[config.mk]
export PLATFORM = sky130hd
export DESIGN_NAME = wb_regfile
export DESIGN_NICKNAME = d
export VERILOG_FILES = /design/src/lsu_pkg.sv /design/src/wb_regfile.sv
export SDC_FILE = /design/constraint.sdc
export NUM_CORES = 1
export LEC_CHECK = 0
export BUFFER_PORTS_ARGS = -buffer_cell sky130_fd_sc_hd__buf_2
export CORE_AREA = 3 3 369 371
export CTS_CLUSTER_DIAMETER = 50
export CTS_CLUSTER_SIZE = 40
export DETAILED_ROUTE_END_ITERATION = 12
export DIE_AREA = 0 0 372 374
export PLACE_DENSITY = 0.55
export SKIP_LAST_GASP = 1
export SLEW_MARGIN = 20
export SYNTH_ARGS = -nofsm -noshare
export SYNTH_HDL_FRONTEND = slang
export SYNTH_SLANG_ARGS = --single-unit
export TNS_END_PERCENT = 1
[constraint.sdc]
create_clock -name clock -period 5.17 [get_ports clock]
set_input_delay 1.034 -clock clock [delete_from_list [all_inputs] [get_ports clock]]
set_output_delay 1.034 -clock clock [all_outputs]
set_load 0.02 [all_outputs]
[src/lsu_pkg.sv]
package lsu_pkg;

	typedef logic [31:0] addr_t;
	typedef logic [31:0] xlen_t;
	typedef logic [63:0] bus_data_t;
	typedef logic [7:0]  strb_t;
	typedef logic [2:0]  axsize_t;
	typedef logic [1:0]  resp_t;
	typedef logic [4:0]  reg_idx_t;

	localparam resp_t RESP_OKAY   = 2'b00;
	localparam resp_t RESP_SLVERR = 2'b10;

	// funct3 encodings of the RV32 load and store instructions
	typedef enum logic [2:0] {
		LS_B  = 3'd0,
		LS_H  = 3'd1,
		LS_W  = 3'd2,
		LS_BU = 3'd4,
		LS_HU = 3'd5
	} ls_width_e;

	typedef enum logic [2:0] {
		LSU_IDLE,
		LSU_AR,   // read address offered
		LSU_R,    // waiting for read data
		LSU_AW_W, // write address and data offered together
		LSU_B     // waiting for write response
	} lsu_state_e;

endpackage

[src/wb_regfile.sv]
`timescale 1ns/10ps

module wb_regfile import lsu_pkg::*; (
	input  logic     clock,
	input  logic     rst_n,
	input  logic     ld_done,
	input  reg_idx_t ld_rd,
	input  xlen_t    ld_val,
	input  reg_idx_t dbg_raddr,
	output xlen_t    dbg_rdata
);

	xlen_t regs [1:31]; // x0 has no storage

	always_ff @(posedge clock) begin
		if (!rst_n) begin
			for (int i = 1; i < 32; i++)
				regs[i] <= '0;
		end else if (ld_done && (ld_rd != '0)) begin
			regs[ld_rd] <= ld_val;
		end
	end

	assign dbg_rdata = (dbg_raddr == '0) ? '0 : regs[dbg_raddr];

endmodule

; Word level (Yosys, flattened, before mapping)
; Memories as Yosys holds them, arrays and structs flattened.
; Index checks and enable logic that the tools add are counted.
[totals]
register_bits = 0
ram_bits = 992
in_bits = 45
output_inout_bits = 32
word_cells = 13
n_memories = 1
[memory_table]
columns = memory, words, word_bits, read_ports, rd_ports_with_merged_regs, write_ports, line
row1 = regs, 31, 32, 1, 0, 31, wb_regfile.sv:13  ; xlen_t regs [1:31];
[classes]
mux = 8
reduce_logical = 4
[ops]
columns = cell, count
row1 = two-way mux 32 bit, 2
row2 = OR reduction 32 bit, 1
row3 = zero test 5 bit, 1
row4 = two-way mux 1 bit, 5
row5 = two-way mux 5 bit, 1
row6 = nonzero test 5 bit, 1
row7 = logical AND 1 bit, 1

; Logic depth before layout (Yosys ltp)
[logic_depth]
word_depth = 7
depth_mapped = 7
mapped_depth_nobuf = 4

; Worst setup path after synthesis
; Ideal clock, no wire load.
[synth_path]
path_type = input-to-reg
start = input ld_rd[1]
end = memory regs[20][0] (netlist bit) (enable)
setup_time_ps = 466
arrival_ps = 3927
slack_ps = 777
stages = 3
path_buffers = 1
cell_sequence = or3_4 > buf_4 > o21ai_0
[synth_lines]
columns = element, line
row1 = "start, declared", wb_regfile.sv:7  ; input reg_idx_t ld_rd,
row2 = "end, declared", wb_regfile.sv:13

; Final worst setup path
[layout_path]
start = input dbg_raddr[4]
end = output dbg_rdata[0]
[layout_via]
elab_chain_cells = 2
word_cells_on_any_way = 3
classes_between = 1 x mux / 1 x reduce/logical / 1 x memory
[layout_lines]
columns = element, line
row1 = "start, declared", wb_regfile.sv:9  ; input reg_idx_t dbg_raddr,
row2 = memory (31 x 32 bit) / zero test 5 bit (equally long branches), -
row3 = two-way mux 32 bit *, wb_regfile.sv:24  ; assign dbg_rdata = (dbg_raddr == '0) ? '0 : regs[dbg_raddr];
row4 = "end, declared", wb_regfile.sv:10  ; output xlen_t dbg_rdata
; Mark *: on every way between the ends. The rest lies on a longest branch, timed or not.

==> results.toml <==
[global_routing]
grt_antenna_before_repair = 15
overflow = 0
grt_pass1_wl_microns = 193000
first_global_vias = 25940
grt_use_total_pct = 19.2
grt_max_degree = 45

[synth]
synth_compound_area_share_pct = 3.17
yosys.area_share.simple_pct = 14.6
avgSynthCellArea_sq_um = 15.7
synth_cell_types = 37
synth_cells = 2955
synth_top_family_by_area = "simple AND/OR/NAND/NOR gates"
synth_warnings = 0
ys_seq_area_share_pct = 66.2
syn-cell-area_sq_mm = 0.0464
synth.ff_latch_count = 1024
synthXorXnorAreaFrac_pct = 0
synth_adder_area_share_pct = 0
synthMuxAreaShare_pct = 13.0

[power]
swShare_pct = 25.3
p_leak_uw = 0.0182
clkPwrFrac_pct = 41.1
seqPwrFrac_pct = 50.7
ir_drop_v = 0.000230
total_power_uw = 19100
p_int_uw = 14300
p_switching_uw = 4830
combPwrFrac_pct = 8.2
p_per_area_mw_per_mm2 = 359

[clocking]
cts_max_level = 3
postCtsSetupRepairBufs = 0
cts.reportedPaths.clkPinSlew_ns = 0.07
cts_max_path_buffers = 3
cts_buffers = 101
cts_tree = "yes"
clock-sinks = 1024
clockRootBuffer = "clkbuf_16"
hold_buffers = 0
cts_resized = 0

[route]
avgRoutedWirePerCell_microns = 27.5
viasPerCell = 5.25
wirelength_microns = 134000
drt_iter0_markers = 2733
dr.pass1.iters = 7
drtAntennaViolNets = 0
vias = 25627
drc = 0

[setup_path]
critPathKind = "in -> out"
cp_max_fo = 33
crit_required_ns = 4.14
cp.arrival_ns = 3.84
start_kind = "input pin"
crit_top_cell = "buf_2"
max_stage_delay_ns = 0.85
path_cells = "buf_2, or2_1, buf_12, or4_4, o21ai_1, a311oi_1, buf_4, buf_2"
critPathSlowestCell = "a311oi_1"
crit_path_end_kind = "primary output"

[worst_hold_path]
hold_class = "in -> reg"

[sta]
hold_viol = 0
rsz0062_at_grt = "false"
finalWorstSetupSlack_ns = 0.292
max_freq_mhz = 205
setup_violations = 0
tns_ns = 0
max_slew_margin_pct = 26.9
timing.hold.ws_ns = 0.844
period_needed_ns = 4.88
period_share_pct = 94.3
worst_pin_slew_ns = 1.09
drv_slew = 0

[die]
placeableCoreArea_sq_mm = 0.133
initial_utilization_pct = 34.8
io_pins = 77
die_area_sq_mm = 0.139
die_y_microns = 374
rows = 134
fp.dieW_microns = 372

[placement]
hpwl_microns = 79400
numPortBuffers = 76
gp_congestion = 0.815
place_ws_ns = 0.337

[final_layout]
area_growth_pct = 14.5
largest_registers = "regs (1024)"
final_util_pct = 39.9
regMostFlops = "regs"
drive_gt1_share_pct = 23.8
final_nets = 3068
largest_reg_flops = 1024

[job]
maxCapViolations = 0

[status]
status = "complete, no violations"
[logic make-up after synthesis]
family / after synthesis
mux: 320
buf+inv: 299
flops: 1024
simple gates: 1097
compound gates: 214
other cells: 1
[layer usage]
metal | vias up | GRT usage [%] | share of wire (%) | wire, microns
li1 | 11075 | - | - | -
met1 | 13485 | 28.3 | 45 | 60300
met3 | 151 | 4.02 | 7.3 | 9780
met2 | 914 | 29.6 | 46 | 61800
met4 | 2 | 3.43 | 1.6 | 2210
met5 | - | 0 | 0.011 | 15
[stage by stage]
step                cells  cell area (sq um)
finish               4884              53200
global route         4877              53200
CTS                  4877              53200
detailed placement   4688              49600
global placement     4686              49600
floorplan            2986              46500
[cell usage after synthesis]
master / n / area, sq um
buf_4: 26 / 195
a221oi_1: 23 / 201
a211oi_1: 32 / 240
o2111ai_1: 9 / 78.8
o21ai_1: 53 / 265
nor2b_4: 1 / 13.8
or4_4: 1 / 11.3
and2_1: 993 / 6210
nand3b_1: 3 / 22.5
or3_4: 1 / 11.3
clkbuf_1: 222 / 833
nor2b_1: 33 / 206
or3_1: 1 / 6.26
mux2i_1: 64 / 641
nand4_1: 1 / 6.26
or2_1: 1 / 6.26
buf_6: 15 / 169
inv_2: 1 / 3.75
buf_8: 1 / 15.0
nand3_1: 1 / 5.00
or3b_1: 1 / 8.76
a22oi_1: 32 / 240
nand4b_1: 2 / 17.5
mux2_2: 32 / 360
a311oi_1: 32 / 280
nor2_2: 1 / 6.26
edfxtp_1: 1024 / 30700
buf_1: 1 / 3.75
nand2_1: 21 / 78.8
nand2b_1: 1 / 6.26
buf_2: 30 / 150
mux4_2: 224 / 5040
nor2_4: 3 / 33.8
clkbuf_2: 3 / 15.0
nor2_1: 32 / 120
o21ai_0: 33 / 165
conb_1: 1 / 3.75
[path summary, 6_finish.rpt]
path	end	cells after the start	slack, ns	from
worst max-delay path	dbg_rdata[0]	8	0.29	dbg_raddr[4]
worst min-delay path	regs[0][18]	1	0.84	ld_val[18]
[layout make-up]
type / instances / area, sq um
clock inverter: 84 / 921
timing repair buffer: 232 / 1810
tap: 1768 / 2210
clock buffer: 105 / 2630
inverter: 1 / 5.00
sequential: 1024 / 30700
antenna: 7 / 17.5
fill: 12060 / 80100
multi-input combinational: 1663 / 14800
[power groups by stage]
stage | clock network, uW | logic, uW | registers [uW]
after detailed placement | 0 | 1580 | 9870
after floorplan | 0 | 897 | 9840
after global placement | 0 | 1570 | 9860
final | 7850 | 1570 | 9680
after CTS | 7970 | 1580 | 9680
after global routing | 8290 | 1650 | 9720
[cell usage in the layout (no fill, tap or decap), drive strengths merged, types with 2 or more instances in the layout]
cell type,n
a211oi,32
a221oi,23
a22oi,32
a311oi,32
and2,993
buf,232
bufinv,4
clkbuf,105
clkinv,30
clkinvlp,5
conb,32
diode,7
edfxtp,1024
inv,46
mux2,32
mux2i,64
mux4,224
nand2,21
nand3b,3
nand4b,2
nor2,36
nor2b,34
o2111ai,9
o21ai,86
or3,2
[worst max-delay path: cells and delay by family]
| kind | cells | cell delay, ns |
|---|---|---|
| and+or+nand+nor | 2 | 0.67 |
| AOI/OAI and AO/OA | 2 | 0.97 |
| buffers and inverters | 4 | 1.11 |
(Power assumes the default switching activity.)
