$ cat src/lsu_pkg.sv
package lsu_pkg;

	typedef logic [31:0] addr_t;
	typedef logic [31:0] xlen_t;
	typedef logic [63:0] bus_data_t;
	typedef logic [7:0]  strb_t;
	typedef logic [2:0]  axsize_t;
	typedef logic [1:0]  resp_t;
	typedef logic [4:0]  reg_idx_t;

	localparam resp_t RESP_OKAY   = 2'b00;
	localparam resp_t RESP_SLVERR = 2'b10;

	// funct3 encodings of the RV32 load and store instructions
	typedef enum logic [2:0] {
		LS_B  = 3'd0,
		LS_H  = 3'd1,
		LS_W  = 3'd2,
		LS_BU = 3'd4,
		LS_HU = 3'd5
	} ls_width_e;

	typedef enum logic [2:0] {
		LSU_IDLE,
		LSU_AR,   // read address offered
		LSU_R,    // waiting for read data
		LSU_AW_W, // write address and data offered together
		LSU_B     // waiting for write response
	} lsu_state_e;

endpackage

$ cat src/lsu_core.sv
`timescale 1ns/10ps

module lsu_core import lsu_pkg::*; #(
	parameter addr_t MEM_BASE  = 32'h8000_0000,
	parameter int    MEM_BEATS = 512
) (
	input  logic      clock,
	input  logic      rst_n,
	input  logic      ren,
	input  logic      wen,
	input  ls_width_e funct3,
	input  xlen_t     src1,
	input  xlen_t     src2,
	input  xlen_t     imm,
	input  reg_idx_t  rd,

	output addr_t     araddr,
	output axsize_t   arsize,
	output logic      arvalid,
	input  logic      arready,
	input  bus_data_t rdata,
	input  resp_t     rresp,
	input  logic      rvalid,
	output logic      rready,

	output addr_t     awaddr,
	output axsize_t   awsize,
	output logic      awvalid,
	input  logic      awready,
	output bus_data_t wdata,
	output strb_t     wstrb,
	output logic      wvalid,
	input  logic      wready,
	input  resp_t     bresp,
	input  logic      bvalid,
	output logic      bready,

	output logic      ld_done,
	output logic      st_done,
	output logic      busy,
	output logic      err,
	output reg_idx_t  ld_rd,
	output xlen_t     ld_val
);

	lsu_state_e state;
	addr_t      req_addr;
	addr_t      addr_q;
	logic       accept;
	strb_t      byte_mask;
	xlen_t      rd_word;
	xlen_t      rd_shift;
	xlen_t      rd_ext;

	assign req_addr = src1 + imm;
	assign accept   = (state == LSU_IDLE) && (ren || wen);

	assign araddr  = addr_q;
	assign awaddr  = addr_q;
	assign arsize  = {1'b0, funct3[1:0]}; // 1, 2 or 4 bytes
	assign awsize  = {1'b0, funct3[1:0]};
	assign arvalid = (state == LSU_AR);
	assign awvalid = (state == LSU_AW_W);
	assign wvalid  = (state == LSU_AW_W);
	assign rready  = 1'b1;
	assign bready  = 1'b1;

	// the done cycle still counts as busy
	assign busy = (state != LSU_IDLE) || ld_done || st_done;

	always_comb begin
		case (funct3)
			LS_B, LS_BU: byte_mask = 8'h01;
			LS_H, LS_HU: byte_mask = 8'h03;
			default:     byte_mask = 8'h0f;
		endcase
	end

	assign wstrb = byte_mask << addr_q[2:0];
	assign wdata = {32'b0, src2} << {addr_q[2:0], 3'b000}; // move store data into its lane

	always_comb begin
		rd_word  = addr_q[2] ? rdata[63:32] : rdata[31:0];
		rd_shift = rd_word >> {addr_q[1:0], 3'b000};
		case (funct3)
			LS_B:    rd_ext = {{24{rd_shift[7]}}, rd_shift[7:0]};
			LS_H:    rd_ext = {{16{rd_shift[15]}}, rd_shift[15:0]};
			LS_BU:   rd_ext = {24'b0, rd_shift[7:0]};
			LS_HU:   rd_ext = {16'b0, rd_shift[15:0]};
			default: rd_ext = rd_shift;
		endcase
	end

	always_ff @(posedge clock) begin
		if (!rst_n) begin
			state   <= LSU_IDLE;
			ld_done <= 1'b0;
			st_done <= 1'b0;
			err     <= 1'b0;
		end else begin
			ld_done <= 1'b0;
			st_done <= 1'b0;
			case (state)
				LSU_IDLE: begin
					if (ren) begin
						state <= LSU_AR;
						err   <= 1'b0;
					end else if (wen) begin
						state <= LSU_AW_W;
						err   <= 1'b0;
					end
				end
				LSU_AR: begin
					if (arready)
						state <= LSU_R;
				end
				LSU_R: begin
					if (rvalid) begin
						state   <= LSU_IDLE;
						ld_done <= 1'b1;
						err     <= (rresp == RESP_SLVERR);
					end
				end
				LSU_AW_W: begin
					if (awready && wready)
						state <= LSU_B;
				end
				LSU_B: begin
					if (bvalid) begin
						state   <= LSU_IDLE;
						st_done <= 1'b1;
						err     <= (bresp == RESP_SLVERR);
					end
				end
				default: state <= LSU_IDLE;
			endcase
		end
	end

	always_ff @(posedge clock) begin
		if (accept) begin
			addr_q <= req_addr;
			ld_rd  <= rd;
		end
		if (state == LSU_R && rvalid)
			ld_val <= rd_ext;
	end

	a_no_strobe_busy: assert property (@(posedge clock) disable iff (!rst_n)
		busy |-> !(ren || wen));

	a_ar_hold: assert property (@(posedge clock) disable iff (!rst_n)
		arvalid && !arready |=> arvalid && $stable(araddr) && $stable(arsize));

	a_aw_w_hold: assert property (@(posedge clock) disable iff (!rst_n)
		awvalid && !(awready && wready) |=> awvalid && wvalid && $stable(awaddr)
			&& $stable(wdata) && $stable(wstrb));

	// halfwords on even bytes, words on multiples of four
	a_aligned: assert property (@(posedge clock) disable iff (!rst_n)
		accept |-> !(funct3[0] && req_addr[0]) && !(funct3[1] && (req_addr[1:0] != 2'b00)));

	// the slave must flag exactly the accesses that miss the memory window
	a_err_window: assert property (@(posedge clock) disable iff (!rst_n)
		(ld_done || st_done) |-> err == ((addr_q < MEM_BASE)
			|| ((addr_q - MEM_BASE) >= (addr_t'(MEM_BEATS) << 3))));

endmodule

$ cat config.mk
export PLATFORM = sky130hd
export DESIGN_NAME = lsu_core
export DESIGN_NICKNAME = d
export VERILOG_FILES = /design/src/lsu_pkg.sv /design/src/lsu_core.sv
export SDC_FILE = /design/constraint.sdc
export NUM_CORES = 1
export LEC_CHECK = 0
export BUFFER_PORTS_ARGS = -buffer_cell sky130_fd_sc_hd__buf_2
export CAP_MARGIN = 5
export CORE_AREA = 2 2 143 145
export CTS_BUF_LIST = sky130_fd_sc_hd__clkbuf_4 sky130_fd_sc_hd__clkbuf_8 sky130_fd_sc_hd__clkbuf_16
export DETAILED_ROUTE_END_ITERATION = 8
export DIE_AREA = 0 0 145 147
export GPL_TIMING_DRIVEN = 0
export HOLD_SLACK_MARGIN = 0.02
export PLACE_DENSITY = 0.68
export SYNTH_ARGS = -nofsm -noshare
export SYNTH_HDL_FRONTEND = slang
export SYNTH_SLANG_ARGS = --single-unit
$ cat constraint.sdc
create_clock -name clock -period 8.91 [get_ports clock]
set_input_delay 1.782 -clock clock [delete_from_list [all_inputs] [get_ports clock]]
set_output_delay 1.782 -clock clock [all_outputs]
set_load 0.01 [all_outputs]
## Word level (Yosys, flattened, before mapping)

Index checks and enable logic that the tools add are counted.

| cells by class | value |
|---|---|
| reduce and logical (&&, ||, !) cells | 16 |
| add/subtract/negate cells | 1 |
| mux-type cells | 17 |
| shift-type cells | 3 |
| equal/unequal tests | 14 |

Operators with widths:

| cell | count |
|---|---|
| one-hot mux 32 bit (4 select lines) | 1 |
| << shifter 32 x 6 -> 64 bit | 1 |
| adder 32 bit | 1 |
| 2-to-1 mux 32 bit | 1 |
| right shift 32 x 5 -> 32 bit | 1 |
| 2-to-1 mux 3 bit | 6 |
| one-hot mux 3 bit (5 select lines) | 1 |
| == test 3 bit, second input constant | 3 |
| one-hot mux 4 bit (2 select lines) | 1 |
| << shifter 8 x 3 -> 8 bit | 1 |
| == test 3 x 1 -> 1 bit, second input constant | 2 |
| == test 3 x 2 -> 1 bit, second input constant | 2 |
| logical NOT 3 bit | 2 |
| 2-to-1 mux 1 bit | 6 |
| nonzero test 3 bit | 2 |
| AND reduction 5 bit | 1 |
| == test 2 bit, second input constant | 2 |
| != test 2 x 1 -> 1 bit, second input constant | 2 |
| != test 2 bit, second input constant | 2 |
| AND reduction 2 bit | 2 |
| AND reduction 4 bit | 1 |
| OR reduction 2 bit | 2 |
| logical AND 1 bit | 3 |
| logical OR 1 bit | 3 |
| 2 further kinds | 2 |

| storage, ports and cells | value |
|---|---|
| word-level logic and storage cells | 58 |
| bits in registers | 75 |
| input port bits | 181 |

## Longest topological paths before layout

Gate-level depths: netlist (run 1).

| depth | value |
|---|---|
| depth in word-level cells | 4 |
| gate-level depth with buffers | 9 |
| gate-level depth less buffers | 9 |

## Worst setup path before layout (run 1)

Ideal clock, no wire load.

| path | value |
|---|---|
| kind | input port to output port |
| start point | in funct3[1] |
| end point | out wstrb[6] |
| arrival | 2.532 ns |
| path slack | 4.596 ns |
| cell stages on the path | 5 |
| path through | clkbuf_1 -> nand2_1 -> inv_1 -> o21ai_0 -> o21ai_0 |

| on the way | value |
|---|---|
| word-level cells in the longest chain between the ends | 4 |

Ends and longest elaborated chain:

| item | RTL line | text |
|---|---|---|
| start: declaration | lsu_core.sv:11 | `input ls_width_e funct3,` |
| == test 3 bit, or another cell as far along | lsu_core.sv:72 | `case (funct3)` |
| OR reduction 2 bit | lsu_core.sv:72 |  |
| one-hot mux 4 bit (2 select lines) * | lsu_core.sv:72 |  |
| << shifter 8 x 3 -> 8 bit * | lsu_core.sv:79 | `assign wstrb = byte_mask << addr_q[2:0];` |
| end: declaration | lsu_core.sv:31 | `output strb_t wstrb,` |

Every way passes the cells marked *; elsewhere a longest branch is shown, timed or not.

## Worst setup path after layout (run 1)

| path | value |
|---|---|
| start point | reg addr_q[2], in the netlist araddr[2] |
| end point | out wstrb[6] |

| on the way | value |
|---|---|
| word-level cells in the longest chain between the ends | 1 |

Ends and longest elaborated chain:

| item | RTL line | text |
|---|---|---|
| start: declaration | lsu_core.sv:48 | `addr_t addr_q;` |
| start signal: assignment | lsu_core.sv:142 | `addr_q <= req_addr;` |
| << shifter 8 x 3 -> 8 bit | lsu_core.sv:79 |  |

No other way between the ends.

==> results.cfg, run 1 <==
[timing]
layout_min_cycle_time_ps = 5000
clock_skew_ps = 6.64
final_max_slew_viol_count = 0
period_share = 0.561
worstMarginPinSlew_ps = 867
hold_slack_ps = 504
final-hold-violation-count = 0
setup_viol = 0
rsz0062_at_grt = false
setup_tns_ps = 0
maxSlewHeadroom = 0.417
clock.fmax_mhz = 200

[clock_network]
cts_tree = built
cts.sinks = 75
clkLatencyLatePin_ps = 340
cts_hold_buf = 0
htree_num_levels = 3
cts_setup_buffers = 0
cts_buffers = 9
clkSlewWorstSetupHoldPaths_ps = 60
clock_path_buffers = 2
root_buffer = clkbuf_16
cts_resized = 0

[global_route]
gr-total-overflow = 0
grt_pass1_wl_um = 37200
grt_pass1_vias = 6676
antenna_found_initial = 3
grt_max_degree = 38
grt.total_usage = 0.223

[logic_synthesis]
ys.flop_type = edfxtp_1
yosysSeqAreaShare = 0.338
synth_edf_count = 69
synth.avg_cell_area_um2 = 9.12
ys_ff_latch = 75
syn_area_mm2 = 0.00649
synth-async-reset-ratio = 0
ys_types = 60
synth_warnings = 0
netlist_instances = 711

[floorplanning]
dieArea_mm2 = 0.0213
ios = 369
die_y_um = 147
initial_core_util = 0.327
die_w_um = 145
fp.coreArea_mm2 = 0.0198
rows = 52

[worst_setup_path]
crit_arrival_ps = 3220
cp.required_ps = 7130
worstPathMaxFanout = 10
start_kind = flip-flop
max_stage_delay_ps = 480
crit_path_frequent_cell = buf_2
path_class = flip-flop to primary output
regToRegSetupSlack_ps = 5910
cp_cell_sequence = buf_2 -> buf_2 -> buf_2 -> clkbuf_1 -> clkbuf_1 -> o21ai_0 -> o21ai_0 -> buf_2
cp_slowest_cell = clkbuf_1
end_kind = primary output

[final_layout]
fillers = 1928
final_common_cell = buf_2
final_cell_mix = buf_2, o21ai_0, nor2_1, edfxtp_1, nand2_1
drive_gt1_frac = 0.426
area_growth_pct = 38.9
nNetsFinal = 1300

[place]
hpwlAfterDp_um = 20300
place_congestion = 0.989
place.port_buffers = 362

[detailed_routing]
drt_pass1_iterations = 5
vias = 7146
drt_iter0_drc = 435
via_per_inst = 5.24
drt-total-wl_um = 25100
drc = 0
ant_nets = 0
wl_per_cell_um = 18.4

[worst_hold_path]
hold_class = flip-flop to flip-flop

[run_status]
run_status = finished, final reports clean

[pwr]
pwr_density_cell_mw_per_mm2 = 192
power_leakage_uw = 0.00428
ir_worst_vdd_mv = 0.0802

[run]
drv_cap = 0
sequential cells by signal, summed over array words and instances, names as in the netlist:
signal / count
araddr: 32
err: 1
ld_done: 1
ld_rd: 5
ld_val: 32
st_done: 1
state: 3
synth_stat cells (4+ instances only):
library cell,n,area [um^2]
and4_1,5,43.8
nor2_1,72,270
nand2_1,66,248
buf_4,41,308
mux4_2,14,315
and2_1,17,106
a211oi_1,12,90.1
a31oi_1,9,56.3
and3_1,9,56.3
a21o_1,19,143
edfxtp_1,69,2070
ha_1,31,388
nor3_1,9,45.0
a32o_1,5,50.1
dfxtp_1,6,120
nand3_1,5,25.0
a22oi_1,11,82.6
mux2i_1,30,300
nand2b_1,4,25.0
nand4_1,4,25.0
o31ai_1,4,30.0
buf_1,5,18.8
xor2_1,10,87.6
xnor2_1,19,166
inv_1,13,48.8
a21oi_1,35,175
o21ai_0,75,375
clkbuf_1,33,124
mux2_2,18,203
o22ai_1,9,56.3
through the flow:
stage	util	area (um^2)	instances	power, uW	setup slack (ps)
global placement	0.436	8640	1345	1310	4210
CTS	0.454	9000	1362	1730	3910
global route	0.454	9010	1364	1820	3700
detailed placement	0.437	8670	1346	1310	4170
finish	0.454	9010	1364	1730	3910
floorplan	-	6490	713	988	4600
final cells by class:
cell class	instances	area [um^2]	share of cell area
multi-input cells	543	3790	0.420
flip-flops and latches	75	2190	0.243
repair buffers	363	1840	0.204
plain buffers	82	465	0.0517
well taps	270	338	0.0375
clock buffers	10	239	0.0265
clock inverters	6	93.8	0.0104
inverters	13	48.8	0.00542
diodes	2	5.00	0.000555
final timing paths:
check,from,endpoint,cells past startpoint
max,araddr[2]$_DFFE_PP_,wstrb[6],8
min,err$_SDFFE_PN0P_,err$_SDFFE_PN0P_,1
max reg2reg,araddr[2]$_DFFE_PP_,ld_val[27]$_DFFE_PP_,8
min reg2reg,err$_SDFFE_PN0P_,err$_SDFFE_PN0P_,1
kinds of logic (layout without fill, tap and decap cells):
family / Yosys count / in the layout / share of synthesized area
simple gates: 201 / 201 / 0.140
other cells: 2 / 6 / 0.00116
xor+xnor: 29 / 29 / 0.0392
mux: 62 / 62 / 0.126
buf+inv: 95 / 474 / 0.0793
flops: 75 / 75 / 0.338
fa+ha+maj: 32 / 32 / 0.0629
compound gates: 215 / 215 / 0.213
where the power goes:
group,switching [uW],leakage (uW),internal [uW]
Combinational,476,0.00342,343
Clock,157,0.000160,256
Sequential,28.8,0.000703,465
routing by layer:
layer,share of wire,GRT usage,vias up
met1,0.40,0.273,3296
li1,-,-,3357
met3,0.088,0.0516,49
met2,0.48,0.383,442
met5,0.00028,0,-
met4,0.033,0.0871,2
critical path: cells and delay by family, from the launching register on:
family	cells	cell delay, ps
DFF	1	420
buffers and inverters	6	2200
AOI/OAI and AO/OA	2	250
Power figures use the tool's default switching activity.
==> inputs of run 2 (changes only) <==
--- a/config.mk
+++ b/config.mk
@@ -13,7 +13,7 @@
 export DIE_AREA = 0 0 145 147
 export GPL_TIMING_DRIVEN = 0
 export HOLD_SLACK_MARGIN = 0.02
-export PLACE_DENSITY = 0.68
+export PLACE_DENSITY = 0.7
 export SYNTH_ARGS = -nofsm -noshare
 export SYNTH_HDL_FRONTEND = slang
 export SYNTH_SLANG_ARGS = --single-unit
==> constraint.sdc (replaced) <==
create_clock -name clock -period 4.5 [get_ports clock]
set_input_delay 0.9 -clock clock [delete_from_list [all_inputs] [get_ports clock]]
set_output_delay 0.9 -clock clock [all_outputs]
set_load 0.01 [all_outputs]
==> run 2 against run 1 <==
Effect of this change: sequential power grew 99%; global-route usage grew 0.45 points; register-to-register slack lost 4500 ps; non-clock buffer count stayed put; worst hold slack got worse by 6.1 ps; clock skew increased by 0.57 ps; via count is 0.85% higher; utilization down 0.12 points; flip-flop and latch count unchanged; critical endpoint is now wdata[3]; highest routed layer unchanged.
==> results.cfg, run 2 (same netlist as run 1, synthesis figures left out) <==
[detailed_routing]
drt_iter0_drc = 454
drc = 0
met3_length_um = 2270
dr.max_layer_used = met5
wl_per_cell_um = 18.8
drt_pass1_iterations = 5
vias = 7207
drt-total-wl_um = 25600
route.met2.wl_um = 12300
via_per_inst = 5.28
wl_met1_um = 10000
ant_nets = 0

[timing]
hold_slack_ps = 498
period_share = 0.933
setup_ws_ps = 302
final-hold-violation-count = 0
clock.fmax_mhz = 238
maxSlewHeadroom = 0.358
layout_min_cycle_time_ps = 4200
final_max_slew_viol_count = 0
setup_viol = 0
clock_skew_ps = 7.22
worstMarginPinSlew_ps = 963
rsz0062_at_grt = false
setup_tns_ps = 0

[clock_network]
clock_path_buffers = 2
root_buffer = clkbuf_16
cts.sinks = 75
clkLatencyLatePin_ps = 340
cts_resized = 0
cts_buffers = 9
clkSlewWorstSetupHoldPaths_ps = 70
htree_num_levels = 3
cts_tree = built
cts_hold_buf = 0
cts_setup_buffers = 0

[pwr]
clock_power_share = 0.228
p_int_uw = 2040
combPwrFrac = 0.482
design_power_total_uw = 3380
sequentialPowerShare = 0.290
ir_worst_vdd_mv = 0.161
swShare = 0.396
pwr_density_cell_mw_per_mm2 = 376
p_sw_uw = 1340
power_leakage_uw = 0.00427

[global_route]
grt_pass1_wl_um = 37900
grt_pass1_vias = 6865
grt_max_degree = 38
gr-total-overflow = 0
antenna_found_initial = 4
grt.total_usage = 0.228

[final_layout]
multiInputGateArea_mm2 = 0.00379
nNetsFinal = 1300
fin_cells = 1365
fillers = 1935
final_common_cell = buf_2
area_growth_pct = 38.5
drive_gt1_frac = 0.426
seqCellArea_mm2 = 0.00219
final_cell_mix = buf_2, o21ai_0, nor2_1, edfxtp_1, nand2_1

[place]
hpwlAfterDp_um = 20600
dp_cells = 1346
place.port_buffers = 362
place_congestion = 0.927
place_ws_ps = 713

[floorplanning]
ios = 369
fp.coreArea_mm2 = 0.0198
die_w_um = 145
initial_core_util = 0.327
die_y_um = 147
dieArea_mm2 = 0.0213
rows = 52

[worst_setup_path]
path_class = flip-flop to primary output
worstPathMaxFanout = 10
reg2reg_from = araddr[2]$_DFFE_PP_
start_kind = flip-flop
end_kind = primary output
cp.required_ps = 3600
rr_endpoint = ld_val[27]$_DFFE_PP_
reg2reg_depth = 8
regToRegSetupSlack_ps = 1430
crit_arrival_ps = 3300

[worst_hold_path]
hold_class = flip-flop to flip-flop
hold_depth = 1
min_to = err$_SDFFE_PN0P_
min_from = err$_SDFFE_PN0P_

[run_status]
run_status = finished, final reports clean

[run]
drv_cap = 0
## run 2: cell count changes in the layout (fill, tap and decap cells not counted)
| cell | previous run | this run |
|---|---|---|
| inv_6 | 3 | 4 |
| diode_2 | 2 | 3 |
| inv_8 | 0 | 1 |
| clkinv_2 | 0 | 1 |
| bufinv_16 | 2 | 1 |
| clkbuf_8 | 1 | 0 |
| clkinvlp_4 | 1 | 0 |
## run 2: final cells by class
cell class / count / share of cell area
antenna: 3 / 0.000835
clock inverter: 7 / 0.00905
tap: 270 / 0.0376
inverter: 13 / 0.00543
sequential: 75 / 0.244
clock buffer: 9 / 0.0251
buffer: 82 / 0.0518
timing repair buffer: 363 / 0.205
multi-input combinational: 543 / 0.422
## run 2: power groups by stage
stage                     Clock, uW  Sequential [uW]  Combinational (uW)
after global routing            809              990                1760
final                           769              979                1630
after floorplan                   0             1020                 933
after detailed placement          0              992                1610
after global placement            0              996                1600
after CTS                       790              981                1620
## run 2: per-layer routing
layer	up-vias	track usage
li1	3366	-
met1	3349	0.279
met2	425	0.384
met3	65	0.0522
met4	2	0.103
met5	-	0
## run 2: worst max-delay path by stage
stage,start,to,depth (start not counted)
2_1_floorplan,src1[0],araddr[30]$_DFFE_PP_,9
3_3_place_gp,src1[0],araddr[30]$_DFFE_PP_,10
3_5_place_dp,src1[0],araddr[30]$_DFFE_PP_,10
4_1_cts,araddr[1]$_DFFE_PP_,wdata[1],7
5_1_grt,araddr[1]$_DFFE_PP_,wdata[4],7
6_report,araddr[1]$_DFFE_PP_,wdata[3],7
## run 2: worst max-delay path: stages (launching register included)
cell      delay, ps
edfxtp_1        510
clkbuf_1        350
inv_1           220
clkbuf_1        450
nand2_1         440
nor2_1          650
and2_1          220
buf_2           130
## run 2: stage by stage
step,cell area [um^2],util
3_3_place_gp,8640,0.436
3_5_place_dp,8670,0.437
4_1_cts,8980,0.452
5_1_grt,8990,0.453
6_report,8990,0.453
2_1_floorplan,6490,-
